$ cat src/rtl/alu_pkg.sv
// alu constant set: command codes, operand and carry sources, flag ops, psw layout
package alu_pkg;

  // ==================================================
  // datapath
  // ==================================================
  localparam int data_w = 8;                      // one byte per word

  // ==================================================
  // alu_cmd codes
  // ==================================================
  localparam logic [3:0] alu_add  = 4'h0;         // adder result
  localparam logic [3:0] alu_and  = 4'h1;         // bitwise and
  localparam logic [3:0] alu_or   = 4'h2;         // bitwise or
  localparam logic [3:0] alu_xor  = 4'h3;         // bitwise xor
  localparam logic [3:0] alu_not  = 4'h4;         // invert a
  localparam logic [3:0] alu_shl  = 4'h5;         // shift left, zero fill
  localparam logic [3:0] alu_shr  = 4'h6;         // shift right, zero fill
  localparam logic [3:0] alu_asr  = 4'h7;         // shift right, sign fill
  localparam logic [3:0] alu_tha  = 4'h8;         // pass a
  localparam logic [3:0] alu_thb  = 4'h9;         // pass b
  localparam logic [3:0] alu_ror  = 4'ha;         // rotate right
  localparam logic [3:0] alu_rorc = 4'hb;         // rotate right through carry
  // codes 12..15 give a zero result

  // ==================================================
  // operand sources
  // ==================================================
  // a side decodes bit 0 only
  localparam logic [1:0] asrc_imm  = 2'b01;       // immediate from queue
  // b side, 0 and 3 both pick register data
  localparam logic [1:0] bsrc_zero = 2'b01;       // constant zero
  localparam logic [1:0] bsrc_sign = 2'b10;       // saved a sign, replicated

  // ==================================================
  // carry-in sources
  // ==================================================
  localparam logic [2:0] cry_zero  = 3'd0;        // carry in 0
  localparam logic [2:0] cry_one   = 3'd1;        // carry in 1, used for subtract
  localparam logic [2:0] cry_not_c = 3'd2;        // inverted c flag
  localparam logic [2:0] cry_saved = 3'd3;        // adder carry of last cycle
  localparam logic [2:0] cry_c     = 3'd4;        // c flag, also codes 5..7

  // ==================================================
  // flag_op codes
  // ==================================================
  // low two bits pick which of z/c/n/v get updated
  localparam logic [2:0] fl_nul  = 3'b000;        // keep all flags
  localparam logic [2:0] fl_zn   = 3'b001;        // z and n
  localparam logic [2:0] fl_zcn  = 3'b010;        // z, c and n
  localparam logic [2:0] fl_zcnv = 3'b011;        // z, c, n and v
  localparam logic [2:0] fl_clie = 3'b100;        // clear interrupt enable
  localparam logic [2:0] fl_wzcn = 3'b110;        // word zero, c and n

  // ==================================================
  // psw bit positions
  // ==================================================
  localparam int psw_z  = 0;                      // zero
  localparam int psw_c  = 1;                      // carry
  localparam int psw_n  = 2;                      // negative
  localparam int psw_v  = 3;                      // overflow
  localparam int psw_ie = 4;                      // interrupt enable
  // bits 7..5 are carried through untouched

endpackage

$ cat src/rtl/alu_operand_if.sv
`timescale 1ns/1ps
// alu operand bundle carrying prepared operands from the selector to the units
interface alu_operand_if
  import alu_pkg::*;
();

  logic [data_w-1:0] a_op;      // selected a operand
  logic [data_w-1:0] b_op;      // b operand after optional inversion
  logic [data_w-1:0] b_raw;     // b operand before inversion, for overflow
  logic              carry_in;  // adder carry in
  logic [3:0]        cmd;       // alu command, passed through

  // selector drives everything
  modport src (output a_op, b_op, b_raw, carry_in, cmd);

  // adder only needs the arithmetic operands
  modport add_side (input a_op, b_op, carry_in);

  // logic unit and result stage
  modport res_side (input a_op, b_op, b_raw, cmd);

endinterface

$ cat src/rtl/operand_select.sv
`timescale 1ns/1ps
// alu operand selector: a/b muxes, b inversion, carry-in choice, saved carry and sign
module operand_select
  import alu_pkg::*;
(
  input  logic              clk,          // clock
  input  logic              rst_n,        // async reset, active low
  input  logic [1:0]        a_src,        // a operand source
  input  logic [1:0]        b_src,        // b operand source
  input  logic [2:0]        carry_src,    // carry-in source
  input  logic [3:0]        alu_cmd,      // alu command
  input  logic              invert_b,     // invert b for subtract
  input  logic [data_w-1:0] queue_out,    // immediate from queue
  input  logic [data_w-1:0] a_data,       // register bank a port
  input  logic [data_w-1:0] b_data,       // register bank b port
  input  logic              c_flag,       // current psw carry
  input  logic              adder_carry,  // carry out of the adder, this cycle
  alu_operand_if.src        ops           // prepared operands
);

  logic saved_carry;  // adder carry of the previous cycle
  logic saved_sign;   // a operand msb of the previous cycle
  logic sel_imm;      // a side picks the immediate

  // ==================================================
  // a operand
  // ==================================================
  assign sel_imm = (a_src[0] == asrc_imm[0]);  // only bit 0 is decoded

  always_comb
  begin
    if (sel_imm)
      ops.a_op = queue_out;                   // immediate operand
    else
      ops.a_op = a_data;                      // register operand
  end

  // ==================================================
  // b operand
  // ==================================================
  always_comb
  begin
    case (b_src)
      bsrc_zero: ops.b_raw = '0;                       // inc/dec, carry only
      bsrc_sign: ops.b_raw = {data_w{saved_sign}};     // upper byte of sign extension
      default:   ops.b_raw = b_data;                   // codes 0 and 3
    endcase
  end

  assign ops.b_op = invert_b ? ~ops.b_raw : ops.b_raw; // one's complement for subtract

  // ==================================================
  // carry in
  // ==================================================
  always_comb
  begin
    case (carry_src)
      cry_zero:  ops.carry_in = 1'b0;
      cry_one:   ops.carry_in = 1'b1;         // completes two's complement
      cry_not_c: ops.carry_in = ~c_flag;      // borrow style
      cry_saved: ops.carry_in = saved_carry;  // high byte of a 16-bit op
      cry_c:     ops.carry_in = c_flag;
      default:   ops.carry_in = c_flag;       // 5..7 alias cry_c
    endcase
  end

  assign ops.cmd = alu_cmd;                   // straight through to the units

  // ==================================================
  // saved state for chained word operations
  // ==================================================
  // captured every cycle whatever the command
  always_ff @(posedge clk or negedge rst_n)
  begin
    if (!rst_n)
    begin
      saved_carry <= 1'b0;
      saved_sign  <= 1'b0;
    end
    else
    begin
      saved_carry <= adder_carry;             // low byte carry for next cycle
      saved_sign  <= ops.a_op[data_w-1];      // sign of low byte operand
    end
  end

endmodule

$ cat src/rtl/cla_adder.sv
`timescale 1ns/1ps
// alu adder: carry-lookahead in 4-bit groups, group carry rippled upward
module cla_adder
  import alu_pkg::*;
(
  alu_operand_if.add_side    ops,        // a, inverted-or-not b, carry in
  output logic [data_w-1:0]  sum,        // sum bits
  output logic               carry_out   // carry out of the msb
);

  logic [data_w-1:0] gen;    // per-bit generate
  logic [data_w-1:0] prop;   // per-bit propagate
  logic [data_w:0]   cry;    // carry into each bit, cry[data_w] is the output

  // four carries of one group from its g/p terms and its carry in
  function automatic logic [3:0] lookahead4(
    input logic [3:0] g,
    input logic [3:0] p,
    input logic       ci
  );
    logic [3:0] c;
    c[0] = g[0] | (p[0] & ci);
    c[1] = g[1] | (p[1] & g[0]) | (p[1] & p[0] & ci);
    c[2] = g[2] | (p[2] & g[1]) | (p[2] & p[1] & g[0])
         | (p[2] & p[1] & p[0] & ci);
    c[3] = g[3] | (p[3] & g[2]) | (p[3] & p[2] & g[1])
         | (p[3] & p[2] & p[1] & g[0])
         | (p[3] & p[2] & p[1] & p[0] & ci);
    return c;
  endfunction

  // ==================================================
  // bit terms
  // ==================================================
  assign gen    = ops.a_op & ops.b_op;    // both ones
  assign prop   = ops.a_op ^ ops.b_op;    // exactly one
  assign cry[0] = ops.carry_in;

  // ==================================================
  // lookahead groups
  // ==================================================
  // upper group takes the lower group's carry out
  for (genvar j = 0; j < data_w / 4; j++)
  begin : g_grp
    assign cry[4*j+1 +: 4] = lookahead4(gen[4*j +: 4], prop[4*j +: 4], cry[4*j]);
  end

  assign sum       = prop ^ cry[data_w-1:0];  // half-sum with incoming carry
  assign carry_out = cry[data_w];

endmodule

$ cat src/rtl/logic_unit.sv
`timescale 1ns/1ps
// alu logic unit: bitwise, shift, rotate and pass operations on prepared operands
module logic_unit
  import alu_pkg::*;
(
  alu_operand_if.res_side    ops,      // prepared operands and command
  input  logic               c_flag,   // psw carry, for rotate through carry
  output logic [data_w-1:0]  lu_out    // logic result
);

  logic [data_w-1:0] a;  // short names for the case below
  logic [data_w-1:0] b;

  assign a = ops.a_op;
  assign b = ops.b_op;   // already inverted when invert_b was set

  // ==================================================
  // operation decode
  // ==================================================
  always_comb
  begin
    case (ops.cmd)
      alu_and:  lu_out = a & b;
      alu_or:   lu_out = a | b;
      alu_xor:  lu_out = a ^ b;
      alu_not:  lu_out = ~a;
      alu_shl:  lu_out = {a[data_w-2:0], 1'b0};          // msb goes to carry
      alu_shr:  lu_out = {1'b0, a[data_w-1:1]};          // lsb goes to carry
      alu_asr:  lu_out = {a[data_w-1], a[data_w-1:1]};   // keep sign
      alu_tha:  lu_out = a;
      alu_thb:  lu_out = b;
      alu_ror:  lu_out = {a[0], a[data_w-1:1]};          // lsb wraps to msb
      alu_rorc: lu_out = {c_flag, a[data_w-1:1]};        // old carry into msb
      default:  lu_out = '0;                             // add and unused codes
    endcase
  end

endmodule

$ cat src/rtl/result_flags.sv
`timescale 1ns/1ps
// alu result stage: picks the result, builds next flags, registers both outputs
module result_flags
  import alu_pkg::*;
(
  input  logic              clk,        // clock
  input  logic              rst_n,      // async reset, active low
  alu_operand_if.res_side   ops,        // operands and command
  input  logic [data_w-1:0] sum,        // adder result
  input  logic              carry_out,  // adder carry
  input  logic [data_w-1:0] lu_out,     // logic unit result
  input  logic [2:0]        flag_op,    // flag update select
  input  logic [7:0]        psw,        // current flag word
  output logic [data_w-1:0] alu_out,    // registered result
  output logic [7:0]        next_psw    // registered next flag word
);

  logic [data_w-1:0] result;   // unregistered result
  logic              z_nxt;    // zero, word-chained when asked
  logic              c_nxt;
  logic              n_nxt;
  logic              v_nxt;
  logic              word_op;  // second byte of a 16-bit op
  logic [7:0]        psw_nxt;  // merged flag word before the register

  // ==================================================
  // result and raw flags
  // ==================================================
  assign result  = (ops.cmd == alu_add) ? sum : lu_out;
  assign word_op = (flag_op == fl_wzcn);

  // zero over both bytes needs the low byte's z
  assign z_nxt = (result == '0) & (word_op ? psw[psw_z] : 1'b1);
  assign n_nxt = result[data_w-1];

  always_comb
  begin
    if (ops.cmd == alu_add)
      c_nxt = carry_out;
    else if (ops.cmd == alu_shl)
      c_nxt = ops.a_op[data_w-1];   // bit shifted out on the left
    else
      c_nxt = ops.a_op[0];          // right shifts and rotates
  end

  // same-sign operands giving a different-sign result
  assign v_nxt = (ops.a_op[data_w-1] == ops.b_raw[data_w-1])
               & (result[data_w-1] != ops.a_op[data_w-1]);

  // ==================================================
  // flag merge
  // ==================================================
  always_comb
  begin
    psw_nxt = psw;                                   // bits 7..5 ride through
    if (flag_op == fl_clie)
      psw_nxt[psw_ie] = 1'b0;                        // interrupts off
    case (flag_op[1:0])
      fl_zn[1:0]:
      begin
        psw_nxt[psw_z] = z_nxt;
        psw_nxt[psw_n] = n_nxt;
      end
      fl_zcn[1:0]:                                   // also fl_wzcn
      begin
        psw_nxt[psw_z] = z_nxt;
        psw_nxt[psw_c] = c_nxt;
        psw_nxt[psw_n] = n_nxt;
      end
      fl_zcnv[1:0]:
      begin
        psw_nxt[psw_z] = z_nxt;
        psw_nxt[psw_c] = c_nxt;
        psw_nxt[psw_n] = n_nxt;
        psw_nxt[psw_v] = v_nxt;
      end
      default: ;                                     // fl_nul, fl_clie leave z/c/n/v
    endcase
  end

  // ==================================================
  // output register
  // ==================================================
  always_ff @(posedge clk or negedge rst_n)
  begin
    if (!rst_n)
    begin
      alu_out  <= '0;
      next_psw <= '0;
    end
    else
    begin
      alu_out  <= result;
      next_psw <= psw_nxt;
    end
  end

endmodule

$ cat src/rtl/risc8_alu.sv
`timescale 1ns/1ps
// risc8 alu top: operand select, adder and logic unit side by side, result register
module risc8_alu
  import alu_pkg::*;
(
  input  logic              clk,        // clock
  input  logic              rst_n,      // async reset, active low
  input  logic [1:0]        a_src,      // a operand source
  input  logic [1:0]        b_src,      // b operand source
  input  logic [2:0]        carry_src,  // carry-in source
  input  logic [3:0]        alu_cmd,    // alu command
  input  logic              invert_b,   // invert b operand
  input  logic [2:0]        flag_op,    // flag update select
  input  logic [data_w-1:0] queue_out,  // immediate data
  input  logic [data_w-1:0] a_data,     // register bank a data
  input  logic [data_w-1:0] b_data,     // register bank b data
  input  logic [7:0]        psw,        // current psw
  output logic [data_w-1:0] alu_out,    // result, one cycle later
  output logic [7:0]        next_psw    // next psw, one cycle later
);

  logic [data_w-1:0] sum;        // adder result
  logic              carry_out;  // adder carry, also saved for word ops
  logic [data_w-1:0] lu_out;     // logic unit result

  alu_operand_if ops_if ();      // prepared operand bundle

  operand_select u_sel (
    .clk         (clk),
    .rst_n       (rst_n),
    .a_src       (a_src),
    .b_src       (b_src),
    .carry_src   (carry_src),
    .alu_cmd     (alu_cmd),
    .invert_b    (invert_b),
    .queue_out   (queue_out),
    .a_data      (a_data),
    .b_data      (b_data),
    .c_flag      (psw[psw_c]),
    .adder_carry (carry_out),
    .ops         (ops_if.src)
  );

  cla_adder u_add (
    .ops       (ops_if.add_side),
    .sum       (sum),
    .carry_out (carry_out)
  );

  logic_unit u_lu (
    .ops    (ops_if.res_side),
    .c_flag (psw[psw_c]),         // rotate through carry
    .lu_out (lu_out)
  );

  result_flags u_res (
    .clk       (clk),
    .rst_n     (rst_n),
    .ops       (ops_if.res_side),
    .sum       (sum),
    .carry_out (carry_out),
    .lu_out    (lu_out),
    .flag_op   (flag_op),
    .psw       (psw),
    .alu_out   (alu_out),
    .next_psw  (next_psw)
  );

endmodule

$ cat config.mk
export PLATFORM = sky130hd
export DESIGN_NAME = risc8_alu
export DESIGN_NICKNAME = d
export VERILOG_FILES = /design/src/rtl/alu_pkg.sv /design/src/rtl/alu_operand_if.sv /design/src/rtl/operand_select.sv /design/src/rtl/cla_adder.sv /design/src/rtl/logic_unit.sv /design/src/rtl/result_flags.sv /design/src/rtl/risc8_alu.sv
export SDC_FILE = /design/constraint.sdc
export NUM_CORES = 1
export LEC_CHECK = 0
export BUFFER_PORTS_ARGS = -buffer_cell sky130_fd_sc_hd__buf_2
export CAP_MARGIN = 20
export CELL_PAD_IN_SITES_DETAIL_PLACEMENT = 0
export CELL_PAD_IN_SITES_GLOBAL_PLACEMENT = 2
export CORE_MARGIN = 5
export CORE_UTILIZATION = 32
export CTS_BUF_LIST = sky130_fd_sc_hd__clkbuf_8 sky130_fd_sc_hd__clkbuf_16
export DETAILED_ROUTE_END_ITERATION = 8
export GPL_TIMING_DRIVEN = 1
export HOLD_SLACK_MARGIN = 0.12
export PLACE_DENSITY = 0.92
export SLEW_MARGIN = 20
export SYNTH_ARGS = -nofsm -noshare
export SYNTH_HDL_FRONTEND = slang
export SYNTH_SLANG_ARGS = --single-unit
$ cat constraint.sdc
create_clock -name clk -period 7.3 [get_ports clk]
set_input_delay 2.19 -clock clk [delete_from_list [all_inputs] [get_ports clk]]
set_output_delay 2.19 -clock clk [all_outputs]
set_load 0.01 [all_outputs]
; ---- Yosys cells after proc, flatten, opt, wreduce, memory -nomap -nowiden
; Index checks and enable logic that the tools add are counted.
[totals]
reg_bits = 18
in_bits = 49
elab_cells = 107
[op_classes]
n_eq_ne = 23
n_mux = 14
bitwise = 61
reduce_logical = 5
[op_table]
columns = op, n
row1 = $pmux 8 s11, 1
row2 = $and 1x1->1, 34
row3 = $mux 8, 3
row4 = $or 1x1->1, 20
row5 = $eq 4x3->1 const B, 4
row6 = $eq 4x4->1 const B, 4
row7 = $not 8->8, 2
row8 = $pmux 8 s2, 1
row9 = $xor 8x8->8, 2
row10 = $and 8x8->8, 1
row11 = $eq 4x2->1 const B, 2
row12 = $logic_not 8->1, 1
row13 = $mux 1, 8
row14 = $or 8x8->8, 1
row15 = $eq 2x2->1 const B, 3
row16 = $eq 3x2->1 const B, 2
row17 = $eq 3x3->1 const B, 2
row18 = $eq 2x1->1 const B, 2
row19 = $eq 4x1->1 const B, 1
row20 = $logic_not 4->1, 1
row21 = $pmux 1 s4, 1
row22 = $eq 3x1->1 const B, 1
row23 = $logic_not 3->1, 1
row24 = $reduce_or 3->1, 1
row25 = other kinds (4), 4

; ---- Logic depth before layout (Yosys ltp)
; Gate-level depths: netlist (run 1).
[logic_depth]
ltp_word = 17
ltp_mapped = 17

; ---- Modules after synthesis
; A second synthesis (run 1) with hierarchy kept.
[unflattened]
hier_cells = 302
area_unflattened_um2 = 2538.7
[by_module_without_submodules]
columns = mod, n_inst, cells_per_inst, area_each_um2, seq_area_each_um2
row1 = logic_unit, 1, 143, 1003.5, 0.0
row2 = result_flags, 1, 54, 673.1, 400.4
row3 = operand_select, 1, 68, 549.3, 50.0
row4 = cla_adder, 1, 37, 312.8, 0.0

; ---- Worst setup path after synthesis (run 1)
; Ideal clock, no wire load.
[synth_path]
kind = input -> register
from = input b_src[0]
to = register u_res.next_psw[0]
setup_ns = 0.092
arrival_time_ns = 5.592
required_time_ns = 7.208
slack_ns = 1.616
cell_stages = 17
path_buffers = 1
cell_sequence = inv_1 ha_1 clkbuf_1 a22oi_1 xor2_1 inv_1 ha_1 nand3_1 o221ai_1 a21oi_1 fa_1 xor2_1 nor2_1 a211oi_1 o211ai_1 or4_1 o31ai_2
[synth_via]
elab_chain_len = 17
[synth_rtl]
columns = element, line
row1 = "start, declared", risc8_alu.sv:9  ; input logic [1:0] b_src,
row2 = $eq 2x2->1 / $eq 2x1->1 (equally long branches), operand_select.sv:43  ; case (b_src)
row3 = $pmux 8 s2 *, operand_select.sv:43
row4 = $not 8->8, operand_select.sv:50  ; assign ops.b_op = invert_b ? ~ops.b_raw : ops.b_raw;
row5 = $mux 8 *, operand_select.sv:50
row6 = $xor 8x8->8 / $and 8x8->8 (equally long branches), --
row7 = $and 1x1->1 (on tied branches), "cla_adder.sv:26, cla_adder.sv:27, cla_adder.sv:28"
row8 = $or 1x1->1 (tied with other cells) (2 in a row), cla_adder.sv:26  ; c[3] = g[3] | (p[3] & g[2]) | (p[3] & p[2] & g[1])
row9 = $or 1x1->1 / $and 1x1->1 (equally long branches), "cla_adder.sv:27, cla_adder.sv:28"
row10 = $or 1x1->1, cla_adder.sv:28  ; | (p[3] & p[2] & p[1] & p[0] & ci);
row11 = $and 1x1->1 (on tied branches), "cla_adder.sv:22, cla_adder.sv:23, cla_adder.sv:25"
row12 = $or 1x1->1 (on tied branches), "cla_adder.sv:22, cla_adder.sv:23, cla_adder.sv:25"
row13 = $xor 8x8->8, cla_adder.sv:48  ; assign sum = prop ^ cry[data_w-1:0];
row14 = $mux 8 *, result_flags.sv:29  ; assign result = (ops.cmd == alu_add) ? sum : lu_out;
row15 = $logic_not 8->1 *, result_flags.sv:33  ; assign z_nxt = (result == '0) & (word_op ? psw[psw_z] : 1'b1);
row16 = $and 1x1->1 *, result_flags.sv:33
row17 = $mux 1 *, result_flags.sv:58  ; case (flag_op[1:0])
row18 = via u_res.psw_nxt[0], result_flags.sv:24  ; logic [7:0] psw_nxt;
row19 = "end signal, assigned", result_flags.sv:94  ; next_psw <= psw_nxt;
row20 = "end, declared", result_flags.sv:15  ; output logic [7:0] next_psw
; Mark *: on every way through the listed nets, which the timed path passes. The rest lies on a longest branch.

; ---- Worst setup path after layout (run 1)
; Ends and elaborated chain as after synthesis.

==> qor.txt, run 1 <==
Synth Instances: 247
Kind of path behind the tightest hold check: flop to flop
End point of the most critical hold path: u_res.alu_out[2]
Reg2reg path depth: 14
Least setup slack across all paths after layout: 1.33 ns
Total inserted antenna cells: 0
Seq cells post-synth: 18
Synthesized area: 2100 um2
Total routing resource utilization after global routing: 13.8%
First-pass GRT wire length: 9.54 mm
Post-layout total power: 0.389 mW
Post-route DRC violation count: 0
Overall die width: 91.0 um
WP data arrival: 6.13 ns
Placement Rows: 29
Setup TNS after final layout: 0 ns
H-tree levels: 1
Core footprint: 6350 um2
Maximum net fanout on the critical path: 8
Fraction of registers with async set or reset after synthesis: 100%
Final critical delay including setup and external delays: 5.97 ns
Highest-delay cell along the critical path: or4_1
Headroom to the max-slew limit: 49.1%
Total grt overflow: 0
Worst Path Class, Setup: input port to flop
ANT nets after route: 0
Total number of nets in the final design: 371
Routed wire per std cell: 15.4 um
Final max-slew violation count: 0
Worst reg2reg startpoint: u_sel.saved_sign
Proportion of synthesized area in mux cells: 9.25%
Result of the run: finished, final reports clean
Number of max-cap violations: 0
Beginning of the worst hold path: u_sel.saved_carry
Maximum number of pins on one net before global-route repair: 36
Portion of synthesized cell area occupied by the leading cell type: 21.5%
Dominant combinational cell family by area after synthesis: compound AO/OA/AOI/OAI gates
Compound-gate portion of the synthesized area: 25.5%
Unrepaired setup endpoints after global routing: no
Power per cell area: 156 nW/um2
Die footprint: 8270 um2
Maximum clock frequency: 0.168 GHz
Cell variety after synth: 52
CTS max path bufs: 2
Reg clk slew, reported paths: 0.07 ns
Number of setup buffers added after CTS: 0
Final Routed Wirelength: 5.79 mm
Number of endpoints with negative hold slack in the final report: 0
TritonCTS Sinks: 18
Clock tree from TritonCTS: built
Max rail drop VDD: 114 uV
Avg Vias per Cell: 5.36
Data required time at the worst endpoint: 7.46 ns
Fraction of layout cells with a size suffix above 1: 27.4%
Vias in the first global route: 1850
Sum of net half-perimeters after detailed placement: 4.67 mm
Post-synthesis share of cell area spent on full adders, half adders and majority gates: 13.8%
Library cell with the largest summed area after synthesis: dfrtp_1
Setup slack of the most critical reg-to-reg path: 3.22 ns
Number of placed I/O pins: 65
Core utilization of the finished layout: 39.2%
Simple logic cell fraction of the synthesized area: 15.6%
Capture point of the worst reg-to-reg path: u_res.next_psw[0]
Routability congestion estimate from global placement: 0.935
Number of hold buffers added after CTS: 0
Ranking of synthesized cells by area: dfrtp_1 (21%), ha_1 (12%), xor2_1 (4.6%), mux2i_1 (4.3%), inv_1 (4.1%)
Number of setup violations in the final report: 0
Post-place setup slack: 1.06 ns
Number of CTS-inserted buffers: 3
Cells along the critical path: buf_2 -> inv_1 -> ha_1 -> a22oi_1 -> xor2_1 -> inv_1 -> ha_1 -> nand3_1 -> o221ai_1 -> a21oi_1 -> fa_1 -> xor2_1 -> nor2_1 -> a211oi_1 -> o211ai_1 -> or4_1 -> o31ai_2
Syn Nets: 318
Drt initial violations: 125
Sequential fraction of the synthesis area: 21.5%
Layout Area Growth over Synthesis: 18.6%
Number of gates resized after cts: 0
Number of non-filler instances in the completed layout: 376
Antenna violations before repair: 0
Die Span Y: 91.0 um
Initial core utilization: 33.0%
Count of input and output buffers: 63
Maximum clock skew at final layout: 0.00421 ns
Clk_lat worst skew: 0.25 ns
Average cell area after synthesis: 8.49 um2
Number of placed instances with taps included: 372
Nature of the critical path endpoint: flop
Reported leakage power: 1.23 nW
Primary FF master, synth: dfrtp_1
Cell at the root of the clock tree: clkbuf_8
Number of warnings issued by yosys: 0
Hold Path Depth: 5
Routed vias: 2014
Crit path largest cell delay: 0.51 ns
XOR/XNOR Fraction of Synth Area: 6.21%
Crit path launch type: input port
Actual transition at the worst max-transition pin: 0.764 ns
Fraction of the cycle the final worst path needs: 81.8%
Detailed-routing iteration count for the pre-antenna-repair pass: 4
Post-synth EDFFs: 0
-- metrics by stage --
step | instance area (um2) | hold WS [ns]
2_1_floorplan | 2100 | 0.821
3_3_place_gp | 2430 | 1.05
3_5_place_dp | 2430 | 1.06
4_1_cts | 2490 | 1.08
5_1_grt | 2490 | 1.20
6_report | 2490 | 1.09
-- cells in the mapped netlist, types with 2 or more instances --
| library cell | instances |
|---|---|
| a2bb2oi_1 | 3 |
| inv_2 | 2 |
| nor2_1 | 10 |
| nor2b_1 | 4 |
| a31oi_1 | 7 |
| o21a_1 | 2 |
| a22oi_1 | 11 |
| a221oi_1 | 3 |
| mux2i_1 | 9 |
| a21oi_1 | 7 |
| and3b_1 | 4 |
| o31ai_1 | 2 |
| mux2_2 | 4 |
| mux2i_4 | 2 |
| nor3_1 | 6 |
| or4_1 | 2 |
| o22ai_1 | 12 |
| ha_1 | 20 |
| a211o_1 | 2 |
| fa_1 | 2 |
| dfrtp_1 | 18 |
| xnor2_1 | 2 |
| and3_1 | 2 |
| inv_1 | 23 |
| buf_6 | 2 |
| buf_2 | 3 |
| nor3b_1 | 5 |
| nand2_1 | 19 |
| o211ai_1 | 3 |
| clkbuf_1 | 9 |
| xor2_1 | 11 |
| nand3_1 | 2 |
| o21ai_0 | 12 |
| a211oi_1 | 4 |
-- routing by layer --
metal	part of all wire, %	global-route usage, %	routed length (um)	up-vias
met5	0	0	0	-
met4	0.33	1.47	19	0
met3	7.0	2.07	405	4
met2	44	21.9	2560	79
met1	48	20.3	2810	921
li1	-	-	-	1010
-- how the worst max path moves through the flow --
stage | endpoint | slack (ns) | from
6_report | u_res.next_psw[0] | 1.33 | b_src[0]
5_1_grt | u_res.next_psw[0] | 1.02 | b_src[0]
4_1_cts | u_res.next_psw[0] | 1.31 | b_src[0]
3_5_place_dp | u_res.next_psw[0] | 1.06 | b_src[0]
3_3_place_gp | u_res.next_psw[0] | 1.10 | b_src[0]
2_1_floorplan | u_res.next_psw[0] | 1.62 | b_src[0]
-- layout by cell type (no fill, tap or decap), types with 5 or more instances in the layout --
cell | Yosys | layout
buf_2 | 3 | 63
inv_1 | 23 | 23
ha_1 | 20 | 20
nand2_1 | 19 | 19
dfrtp_1 | 18 | 18
o21ai_0 | 12 | 12
o22ai_1 | 12 | 12
a22oi_1 | 11 | 11
xor2_1 | 11 | 11
nor2_1 | 10 | 10
mux2i_1 | 9 | 9
a21oi_1 | 7 | 7
a31oi_1 | 7 | 7
nor3_1 | 6 | 6
nor3b_1 | 5 | 5
-- sequential cells by signal, indices dropped and copies added, names as in the netlist --
name,cells
u_sel.saved_sign,1
u_res.alu_out,8
u_res.next_psw,8
u_sel.saved_carry,1
-- layout make-up --
type                            count  area [um2]
Fill cell                         668        3860
Inverter                           25        93.8
Timing Repair Buffer               63         315
Sequential cell                    18         450
Tap cell                           77        96.3
Multi-Input combinational cell    189        1480
Clock buffer                        4        55.1
-- cell families (layout without fill, tap and decap cells) --
kind of cell,Yosys count,after routing
adder cells (fa/ha/maj),22,22
XOR/XNOR,14,14
AO/OA/AOI/OAI,76,76
flip-flops,18,18
multiplexers,16,16
buffers and inverters,40,92
AND/OR/NAND/NOR,61,61
-- power breakdown --
part           internal, mW  total, mW  switching [mW]
combinational        0.0817      0.195           0.113
sequential            0.112      0.116         0.00396
clock                0.0478     0.0782          0.0304
total                 0.241      0.389           0.147
-- critical path, delay by kind of cell --
family                   cells  cell delay (ns)
AO/OA/AOI/OAI                6             1.33
adder cells (fa/ha/maj)      3             1.17
AND/OR/NAND/NOR              3             0.66
XOR/XNOR                     2             0.58
buffers and inverters        3             0.19
(Power assumes the default switching activity.)
==> run 2, diff against run 1 <==
--- a/config.mk
+++ b/config.mk
@@ -5,17 +5,18 @@
 export SDC_FILE = /design/constraint.sdc
 export NUM_CORES = 1
 export LEC_CHECK = 0
+export ABC_AREA = 1
 export BUFFER_PORTS_ARGS = -buffer_cell sky130_fd_sc_hd__buf_2
 export CAP_MARGIN = 20
 export CELL_PAD_IN_SITES_DETAIL_PLACEMENT = 0
 export CELL_PAD_IN_SITES_GLOBAL_PLACEMENT = 2
 export CORE_MARGIN = 5
-export CORE_UTILIZATION = 32
+export CORE_UTILIZATION = 24
 export CTS_BUF_LIST = sky130_fd_sc_hd__clkbuf_8 sky130_fd_sc_hd__clkbuf_16
 export DETAILED_ROUTE_END_ITERATION = 8
 export GPL_TIMING_DRIVEN = 1
 export HOLD_SLACK_MARGIN = 0.12
-export PLACE_DENSITY = 0.92
+export PLACE_DENSITY = 0.84
 export SLEW_MARGIN = 20
 export SYNTH_ARGS = -nofsm -noshare
 export SYNTH_HDL_FRONTEND = slang
==> constraint.sdc (replaced) <==
create_clock -name clk -period 5 [get_ports clk]
set_input_delay 1.5 -clock clk [delete_from_list [all_inputs] [get_ports clk]]
set_output_delay 1.5 -clock clk [all_outputs]
set_load 0.01 [all_outputs]
==> qor.txt, run 2 <==
TritonCTS Sinks: 18 (unchanged)
Placement Rows: 35 (was 29)
Vias in the first global route: 2304 (was 1850)
Maximum number of pins on one net before global-route repair: 19 (was 36)
Commonest non-fill, non-tap cell in the layout: nand2_1 (was buf_2)
Sum of net half-perimeters after detailed placement: 5.78 mm (was 4.67 mm)
Cell at the root of the clock tree: clkbuf_8 (unchanged)
Highest-delay cell along the critical path: fa_1 (was or4_1)
Post-synth EDFFs: 0 (unchanged)
Ranking of synthesized cells by area: nand2_1 (23%), dfrtp_1 (20%), ha_1 (11%), inv_1 (11%), nand3_1 (7.0%) (was dfrtp_1 (21%), ha_1 (12%), xor2_1 (4.6%), mux2i_1 (4.3%), inv_1 (4.1%))
Clock tree from TritonCTS: built (unchanged)
Number of setup buffers added after CTS: 0 (unchanged)
Commonest cells in the synthesized netlist: nand2_1 (135), inv_1 (63), nor2_1 (37), nand3_1 (31), ha_1 (20) (was inv_1 (23), ha_1 (20), nand2_1 (19), dfrtp_1 (18))
Area used by multi-input combinational logic: 1460 um2 (was 1480 um2)
Routed wire per std cell: 12.2 um (was 15.4 um)
Clock network fraction of total power: 20.8% (was 20.1%)
Drt initial violations: 152 (was 125)
Post-layout total power: 0.548 mW (was 0.389 mW)
Final Routed Wirelength: 6.74 mm (was 5.79 mm)
Number of placed I/O pins: 65 (unchanged)
Number of non-filler instances in the completed layout: 551 (was 376)
Synthesized area: 2220 um2 (was 2100 um2)
Number of hold buffers added after CTS: 0 (unchanged)
Fraction of the cycle the final worst path needs: 87.2%
Die Span Y: 106 um (was 91.0 um)
Total number of nets in the final design: 512 (was 371)
CTS max path bufs: 2 (unchanged)
Clk_lat worst skew: 0.25 ns (about the same)
Number of setup violations in the final report: 0 (unchanged)
Most frequent cells in the layout: nand2_1 (135), inv_1 (63), buf_2 (63) (was buf_2 (63), inv_1 (23), ha_1 (20))
Kind of path behind the tightest hold check: flop to flop (unchanged)
H-tree levels: 1 (unchanged)
Number of endpoints with negative hold slack in the final report: 0 (unchanged)
Reg clk slew, reported paths: 0.06 ns (was 0.07 ns)
Total inserted antenna cells: 0 (unchanged)
Top flop regs: u_res.alu_out x8, u_res.next_psw x8 (unchanged)
Crit path largest cell delay: 0.53 ns (was 0.51 ns)
Initial core utilization: 24.3% (was 33.0%)
Die footprint: 11300 um2 (was 8270 um2)
Cells along the critical path: buf_2 -> inv_1 -> ha_1 -> nand2_1 -> nand3_1 -> nand2_1 -> inv_1 -> ha_1 -> nand2_1 -> nor3_1 -> nand3_1 -> nand2_1 -> inv_1 -> fa_1 -> nor2_1 -> a21oi_1 -> nand2_1 -> nor2_1 -> nand3_1 -> a21oi_2 (was buf_2 -> inv_1 -> ha_1 -> a22oi_1 -> xor2_1 -> inv_1 -> ha_1 -> nand3_1 -> o221ai_1 -> a21oi_1 -> fa_1 -> xor2_1 -> nor2_1 -> a211oi_1 -> o211ai_1 -> or4_1 -> o31ai_2)
Placement-stage cell area: 2640 um2 (was 2430 um2)
Most frequent CP cell: nand2_1
Nature of the critical path endpoint: flop (unchanged)
Sequential fraction of the synthesis area: 20.3% (was 21.5%)
Count of buffering cells on the critical path with inverters included: 4 (was 3)
Final max-slew violation count: 0 (unchanged)
Maximum clock skew at final layout: 0.00107 ns (was 0.00421 ns)
Reported leakage power: 1.65 nW (was 1.23 nW)
Average cell area after synthesis: 5.88 um2 (was 8.49 um2)
Family with the most delay on the worst path: simple AND/OR/NAND/NOR gates (was compound AO/OA/AOI/OAI gates)
Result of the run: finished, final reports clean (unchanged)
Number of max-cap violations: 0 (unchanged)
Final critical delay including setup and external delays: 4.36 ns
Syn Nets: 449 (was 318)
Detailed-routing iteration count for the pre-antenna-repair pass: 4 (unchanged)
Max rail drop VDD: 64.0 uV (was 114 uV)
Number of CTS-inserted buffers: 3 (unchanged)
Post-route DRC violation count: 0 (unchanged)
Sw Share: 39.7% (was 37.9%)
Total routing resource utilization after global routing: 11.9% (was 13.8%)
Setup slack of the most critical reg-to-reg path: 1.80 ns (was 3.22 ns)
Library cell with the largest summed area after synthesis: nand2_1 (was dfrtp_1)
Portion of synthesized cell area occupied by the leading cell type: 22.8% (was 21.5%)
Register area: 450 um2 (unchanged)
Synth Instances: 378 (was 247)
Actual transition at the worst max-transition pin: 0.612 ns (was 0.764 ns)
Number of gates resized after cts: 0 (unchanged)
WP data arrival: 4.54 ns (was 6.13 ns)
Antenna violations before repair: 0 (unchanged)
Worst Path Class, Setup: input port to flop (unchanged)
Overall die width: 106 um (was 91.0 um)
Core utilization of the finished layout: 29.4% (was 39.2%)
Crit path launch type: input port (unchanged)
Cell variety after synth: 32 (was 52)
Setup TNS after final layout: 0 ns (unchanged)
First-pass GRT wire length: 11.2 mm (was 9.54 mm)
Core footprint: 9150 um2 (was 6350 um2)
Data required time at the worst endpoint: 5.18 ns (was 7.46 ns)
Routability congestion estimate from global placement: 0.893 (was 0.935)
Switching power summed over all nets: 0.218 mW (was 0.147 mW)
Internal power: 0.330 mW (was 0.241 mW)
Number of warnings issued by yosys: 0 (unchanged)
Fraction of layout cells with a size suffix above 1: 20.2% (was 27.4%)
Primary FF master, synth: dfrtp_1 (unchanged)
Avg Vias per Cell: 4.36 (was 5.36)
Number of placed instances with taps included: 547 (was 372)
Maximum clock frequency: 0.229 GHz
Fraction of registers with async set or reset after synthesis: 100% (unchanged)
Power per cell area: 204 nW/um2 (was 156 nW/um2)
Maximum net fanout on the critical path: 15 (was 8)
Most numerous cell in the Yosys netlist: nand2_1 (was inv_1)
Count of input and output buffers: 63 (unchanged)
Seq cells post-synth: 18 (unchanged)
Total grt overflow: 0 (unchanged)
Fill cells: 1064 (was 668)
Headroom to the max-slew limit: 59.1% (was 49.1%)
Unrepaired setup endpoints after global routing: no (unchanged)
Final non-filler cell area: 2690 um2 (was 2490 um2)
Reg power frac: 30.6% (was 29.8%)
Layout Area Growth over Synthesis: 21.1% (was 18.6%)
Logic gate share of total power: 48.6% (was 50.1%)
Routed vias: 2400 (was 2014)
ANT nets after route: 0 (unchanged)
[run 2: layer usage]
metal | up-vias | part of all wire (%) | GRT usage (%)
li1 | 1288 | - | -
met1 | 1026 | 51 | 17.4
met2 | 80 | 41 | 18.8
met3 | 6 | 6.8 | 1.09
met4 | 0 | 1.3 | 2.87
met5 | - | 0 | 0
[run 2: logic make-up (layout without fill, tap and decap cells)]
logic type	count (synthesis)	in the layout	share of synthesized area [%]
and+or+nand+nor	225	225	42.8
buffers and inverters	77	139	14.1
AOI/OAI and AO/OA	33	33	8.61
adders and majority gates	22	22	13.1
DFF	18	18	20.3
xor gates and xnor gates	3	3	1.18
[run 2: metrics by stage]
step	setup WS, ns	hold WS (ns)
4_1_cts	0.606	0.981
6_report	0.642	0.956
3_5_place_dp	0.354	0.965
3_3_place_gp	0.402	0.958
5_1_grt	0.284	1.06
2_1_floorplan	0.870	0.807
[run 2: layout make-up]
cell class,count,area share [%]
Timing Repair Buffer,64,12.0
Clock buffer,4,2.04
Tap cell,111,5.16
Inverter,71,9.90
Sequential cell,18,16.7
Multi-Input combinational cell,283,54.2
[run 2: power by group through the flow]
stage | Sequential (mW) | Clock (mW) | Combinational, mW
floorplan | 0.179 | 0 | 0.171
global placement | 0.171 | 0 | 0.265
detailed placement | 0.171 | 0 | 0.267
CTS | 0.168 | 0.117 | 0.268
global route | 0.169 | 0.125 | 0.306
finish | 0.168 | 0.114 | 0.266
[run 2: tightest hold or removal path, stage by stage (launching register included)]
cell	delay (ns)
dfrtp_1	0.34
inv_1	0.04
nand2_1	0.04
nand2_1	0.04
nand3_1	0.11
nand3_1	0.10
nand3_1	0.07
nand3_1	0.07
nand2_1	0.08
[run 2: final timing paths]
| kind | to | startpoint | depth (start not counted) |
|---|---|---|---|
| worst max-delay path | u_res.next_psw[0] | b_src[0] | 20 |
| worst min-delay path | u_res.alu_out[2] | u_sel.saved_carry | 8 |
| worst max register to register | u_res.next_psw[0] | u_sel.saved_sign | 17 |
| worst min register to register | u_res.alu_out[2] | u_sel.saved_carry | 8 |
| max in group asynchronous | u_res.next_psw[6] | rst_n | 1 |
| min in group asynchronous | u_sel.saved_carry | rst_n | 1 |
==> run 3, diff against run 2 <==
--- a/config.mk
+++ b/config.mk
@@ -5,18 +5,17 @@
 export SDC_FILE = /design/constraint.sdc
 export NUM_CORES = 1
 export LEC_CHECK = 0
-export ABC_AREA = 1
 export BUFFER_PORTS_ARGS = -buffer_cell sky130_fd_sc_hd__buf_2
 export CAP_MARGIN = 20
 export CELL_PAD_IN_SITES_DETAIL_PLACEMENT = 0
 export CELL_PAD_IN_SITES_GLOBAL_PLACEMENT = 2
 export CORE_MARGIN = 5
-export CORE_UTILIZATION = 24
+export CORE_UTILIZATION = 27
 export CTS_BUF_LIST = sky130_fd_sc_hd__clkbuf_8 sky130_fd_sc_hd__clkbuf_16
 export DETAILED_ROUTE_END_ITERATION = 8
 export GPL_TIMING_DRIVEN = 1
 export HOLD_SLACK_MARGIN = 0.12
-export PLACE_DENSITY = 0.84
+export PLACE_DENSITY_LB_ADDON = 0.1
 export SLEW_MARGIN = 20
 export SYNTH_ARGS = -nofsm -noshare
 export SYNTH_HDL_FRONTEND = slang
==> qor.txt, run 3 (synthesis results as in run 1) <==
Routed wire per std cell: 15.7 um (was 12.2 um)
Total grt overflow: 0 (unchanged)
Cell at the root of the clock tree: clkbuf_8 (unchanged)
Clk_lat worst skew: 0.24 ns (was 0.25 ns)
Max rail drop VDD: 65.7 uV (was 64.0 uV)
Headroom to the max-slew limit: 58.1% (was 59.1%)
Die footprint: 9630 um2 (was 11300 um2)
Result of the run: finished, final reports clean (unchanged)
Crit path launch type: input port (unchanged)
Kind of path behind the tightest hold check: flop to flop (unchanged)
WP data arrival: 4.82 ns (was 4.54 ns)
Total number of nets in the final design: 404 (was 512)
Commonest non-fill, non-tap cell in the layout: buf_2 (was nand2_1)
Number of max-cap violations: 0 (unchanged)
First-pass GRT wire length: 11.2 mm (about the same)
Placement Rows: 32 (was 35)
Number of placed I/O pins: 65 (unchanged)
Number of CTS-inserted buffers: 3 (unchanged)
Data required time at the worst endpoint: 5.16 ns (was 5.18 ns)
Avg Vias per Cell: 4.84 (was 4.36)
ANT nets after route: 0 (unchanged)
Placement-stage cell area: 2710 um2 (was 2640 um2)
Reg2reg path depth: 14 (was 17)
TritonCTS Sinks: 18 (unchanged)
Beginning of the worst hold path: u_sel.saved_carry (unchanged)
Maximum clock frequency: 0.214 GHz (was 0.229 GHz)
Layout Area Growth over Synthesis: 34.2% (was 21.1%)
Nature of the critical path endpoint: flop (unchanged)
Initial core utilization: 27.4% (was 24.3%)
Sum of net half-perimeters after detailed placement: 5.73 mm (was 5.78 mm)
Highest-delay cell along the critical path: or4_1 (was fa_1)
Core footprint: 7650 um2 (was 9150 um2)
Fraction of the cycle the final worst path needs: 93.2% (was 87.2%)
Actual transition at the worst max-transition pin: 0.620 ns (was 0.612 ns)
Final Routed Wirelength: 6.82 mm (was 6.74 mm)
Cells along the critical path: buf_2 -> inv_1 -> ha_4 -> buf_4 -> a22oi_4 -> xor2_2 -> inv_1 -> ha_4 -> a21oi_1 -> o221ai_2 -> a21oi_1 -> fa_1 -> xor2_1 -> nor2_1 -> a211oi_2 -> o211ai_1 -> or4_1 -> o31ai_2 (was buf_2 -> inv_1 -> ha_1 -> nand2_1 -> nand3_1 -> nand2_1 -> inv_1 -> ha_1 -> nand2_1 -> nor3_1 -> nand3_1 -> nand2_1 -> inv_1 -> fa_1 -> nor2_1 -> a21oi_1 -> nand2_1 -> nor2_1 -> nand3_1 -> a21oi_2)
Maximum net fanout on the critical path: 4 (was 15)
Clock tree from TritonCTS: built (unchanged)
Count of input and output buffers: 63 (unchanged)
End point of the most critical hold path: u_res.alu_out[2] (unchanged)
Top flop regs: u_res.alu_out x8, u_res.next_psw x8 (unchanged)
Setup TNS after final layout: 0 ns (unchanged)
Number of setup violations in the final report: 0 (unchanged)
Hold Path Depth: 6 (was 8)
Setup slack of the most critical reg-to-reg path: 1.38 ns (was 1.80 ns)
Total inserted antenna cells: 0 (unchanged)
Detailed-routing iteration count for the pre-antenna-repair pass: 4 (unchanged)
Capture point of the worst reg-to-reg path: u_res.next_psw[0] (unchanged)
Post-route DRC violation count: 0 (unchanged)
H-tree levels: 1 (unchanged)
Crit path largest cell delay: 0.50 ns (was 0.53 ns)
Worst Path Class, Setup: input port to flop (unchanged)
Number of endpoints with negative hold slack in the final report: 0 (unchanged)
Reported leakage power: 1.39 nW (was 1.65 nW)
Overall die width: 98.1 um (was 106 um)
Fraction of layout cells with a size suffix above 1: 36.4% (was 20.2%)
Antenna violations before repair: 0 (unchanged)
Total routing resource utilization after global routing: 14.1% (was 11.9%)
Final non-filler cell area: 2820 um2 (was 2690 um2)
Power per cell area: 222 nW/um2 (was 204 nW/um2)
Final critical delay including setup and external delays: 4.66 ns (was 4.36 ns)
Unrepaired setup endpoints after global routing: no (unchanged)
Routed vias: 2100 (was 2400)
Maximum number of pins on one net before global-route repair: 36 (was 19)
Post-layout total power: 0.624 mW (was 0.548 mW)
Reg clk slew, reported paths: 0.06 ns (about the same)
Worst reg2reg startpoint: u_sel.saved_sign (unchanged)
Final max-slew violation count: 0 (unchanged)
Maximum clock skew at final layout: 0.00135 ns (was 0.00107 ns)
Number of hold buffers added after CTS: 0 (unchanged)
Routability congestion estimate from global placement: 0.912 (was 0.893)
Die Span Y: 98.1 um (was 106 um)
Most frequent cells in the layout: buf_2 (63), buf_4 (33), inv_1 (23) (was nand2_1 (135), inv_1 (63), buf_2 (63))
CTS max path bufs: 2 (unchanged)
Vias in the first global route: 2156 (was 2304)
Drt initial violations: 95 (was 152)
run 3: cell count changes in the layout (fill, tap and decap cells not counted), moves of 6 or more:
cell,before,now
xor2_1,1,10
a31oi_1,0,7
mux2i_1,0,9
a22oi_1,0,10
nand2_1,135,19
nor2_1,37,10
inv_1,63,23
buf_4,1,33
nand2_2,7,0
o22ai_1,3,12
nand3_1,31,2
a21oi_1,13,7
o21ai_0,6,12
run 3: through the flow:
stage	setup WS (ns)	std cells	hold slack (ns)	utilization (%)
final	0.338	434	1.10	36.8
after CTS	0.0680	434	1.09	36.2
after global routing	0.0395	434	1.21	36.8
after floorplan	0.00571	247	0.821	-
after global placement	-0.267	430	1.08	35.5
after detailed placement	-0.283	430	1.07	35.5
run 3: report_power, final:
group          switching [mW]  leakage, nW  internal, mW  total, mW
Clock                  0.0434       0.0288        0.0697      0.113
Combinational           0.180         1.14         0.162      0.342
Sequential            0.00555        0.225         0.163      0.169
Total                   0.229         1.39         0.395      0.624
run 3: worst max-delay path by stage:
stage,start,to,depth (start not counted)
after floorplan,b_src[0],u_res.next_psw[0],17
after global placement,b_src[0],u_res.next_psw[0],17
after detailed placement,b_src[0],u_res.next_psw[0],17
after CTS,b_src[0],u_res.next_psw[0],17
after global routing,b_src[0],u_res.next_psw[0],17
final,b_src[0],u_res.next_psw[0],18
run 3: final cells by class:
cell class	count	area, um2
inverter	25	93.8
multi-input combinational	189	1530
sequential	18	450
fill	830	4830
clock buffer	4	55.1
timing repair buffer	96	563
tap	102	128
run 3: layer usage:
metal,GRT usage [%],wire (um)
met5,0,0
met3,2.21,521
met4,3.36,51
met2,22.8,3050
met1,19.9,3190
run 3: worst max-delay path: cells and delay by family:
kind                     cells  cell delay, ns
AND/OR/NAND/NOR              2            0.57
adder cells (fa/ha/maj)      3            0.93
buffers and inverters        4            0.40
XOR/XNOR                     2            0.33
AO/OA/AOI/OAI                7            1.06
run 3: repair_timing:
action | in CTS | in global routing
buffers inserted | 0 | 0
pin swaps | 0 | 3
hold endpoints to repair | 0 | 0
resized for setup | 1 | 5
endpoints found under the setup margin | 1 | 1
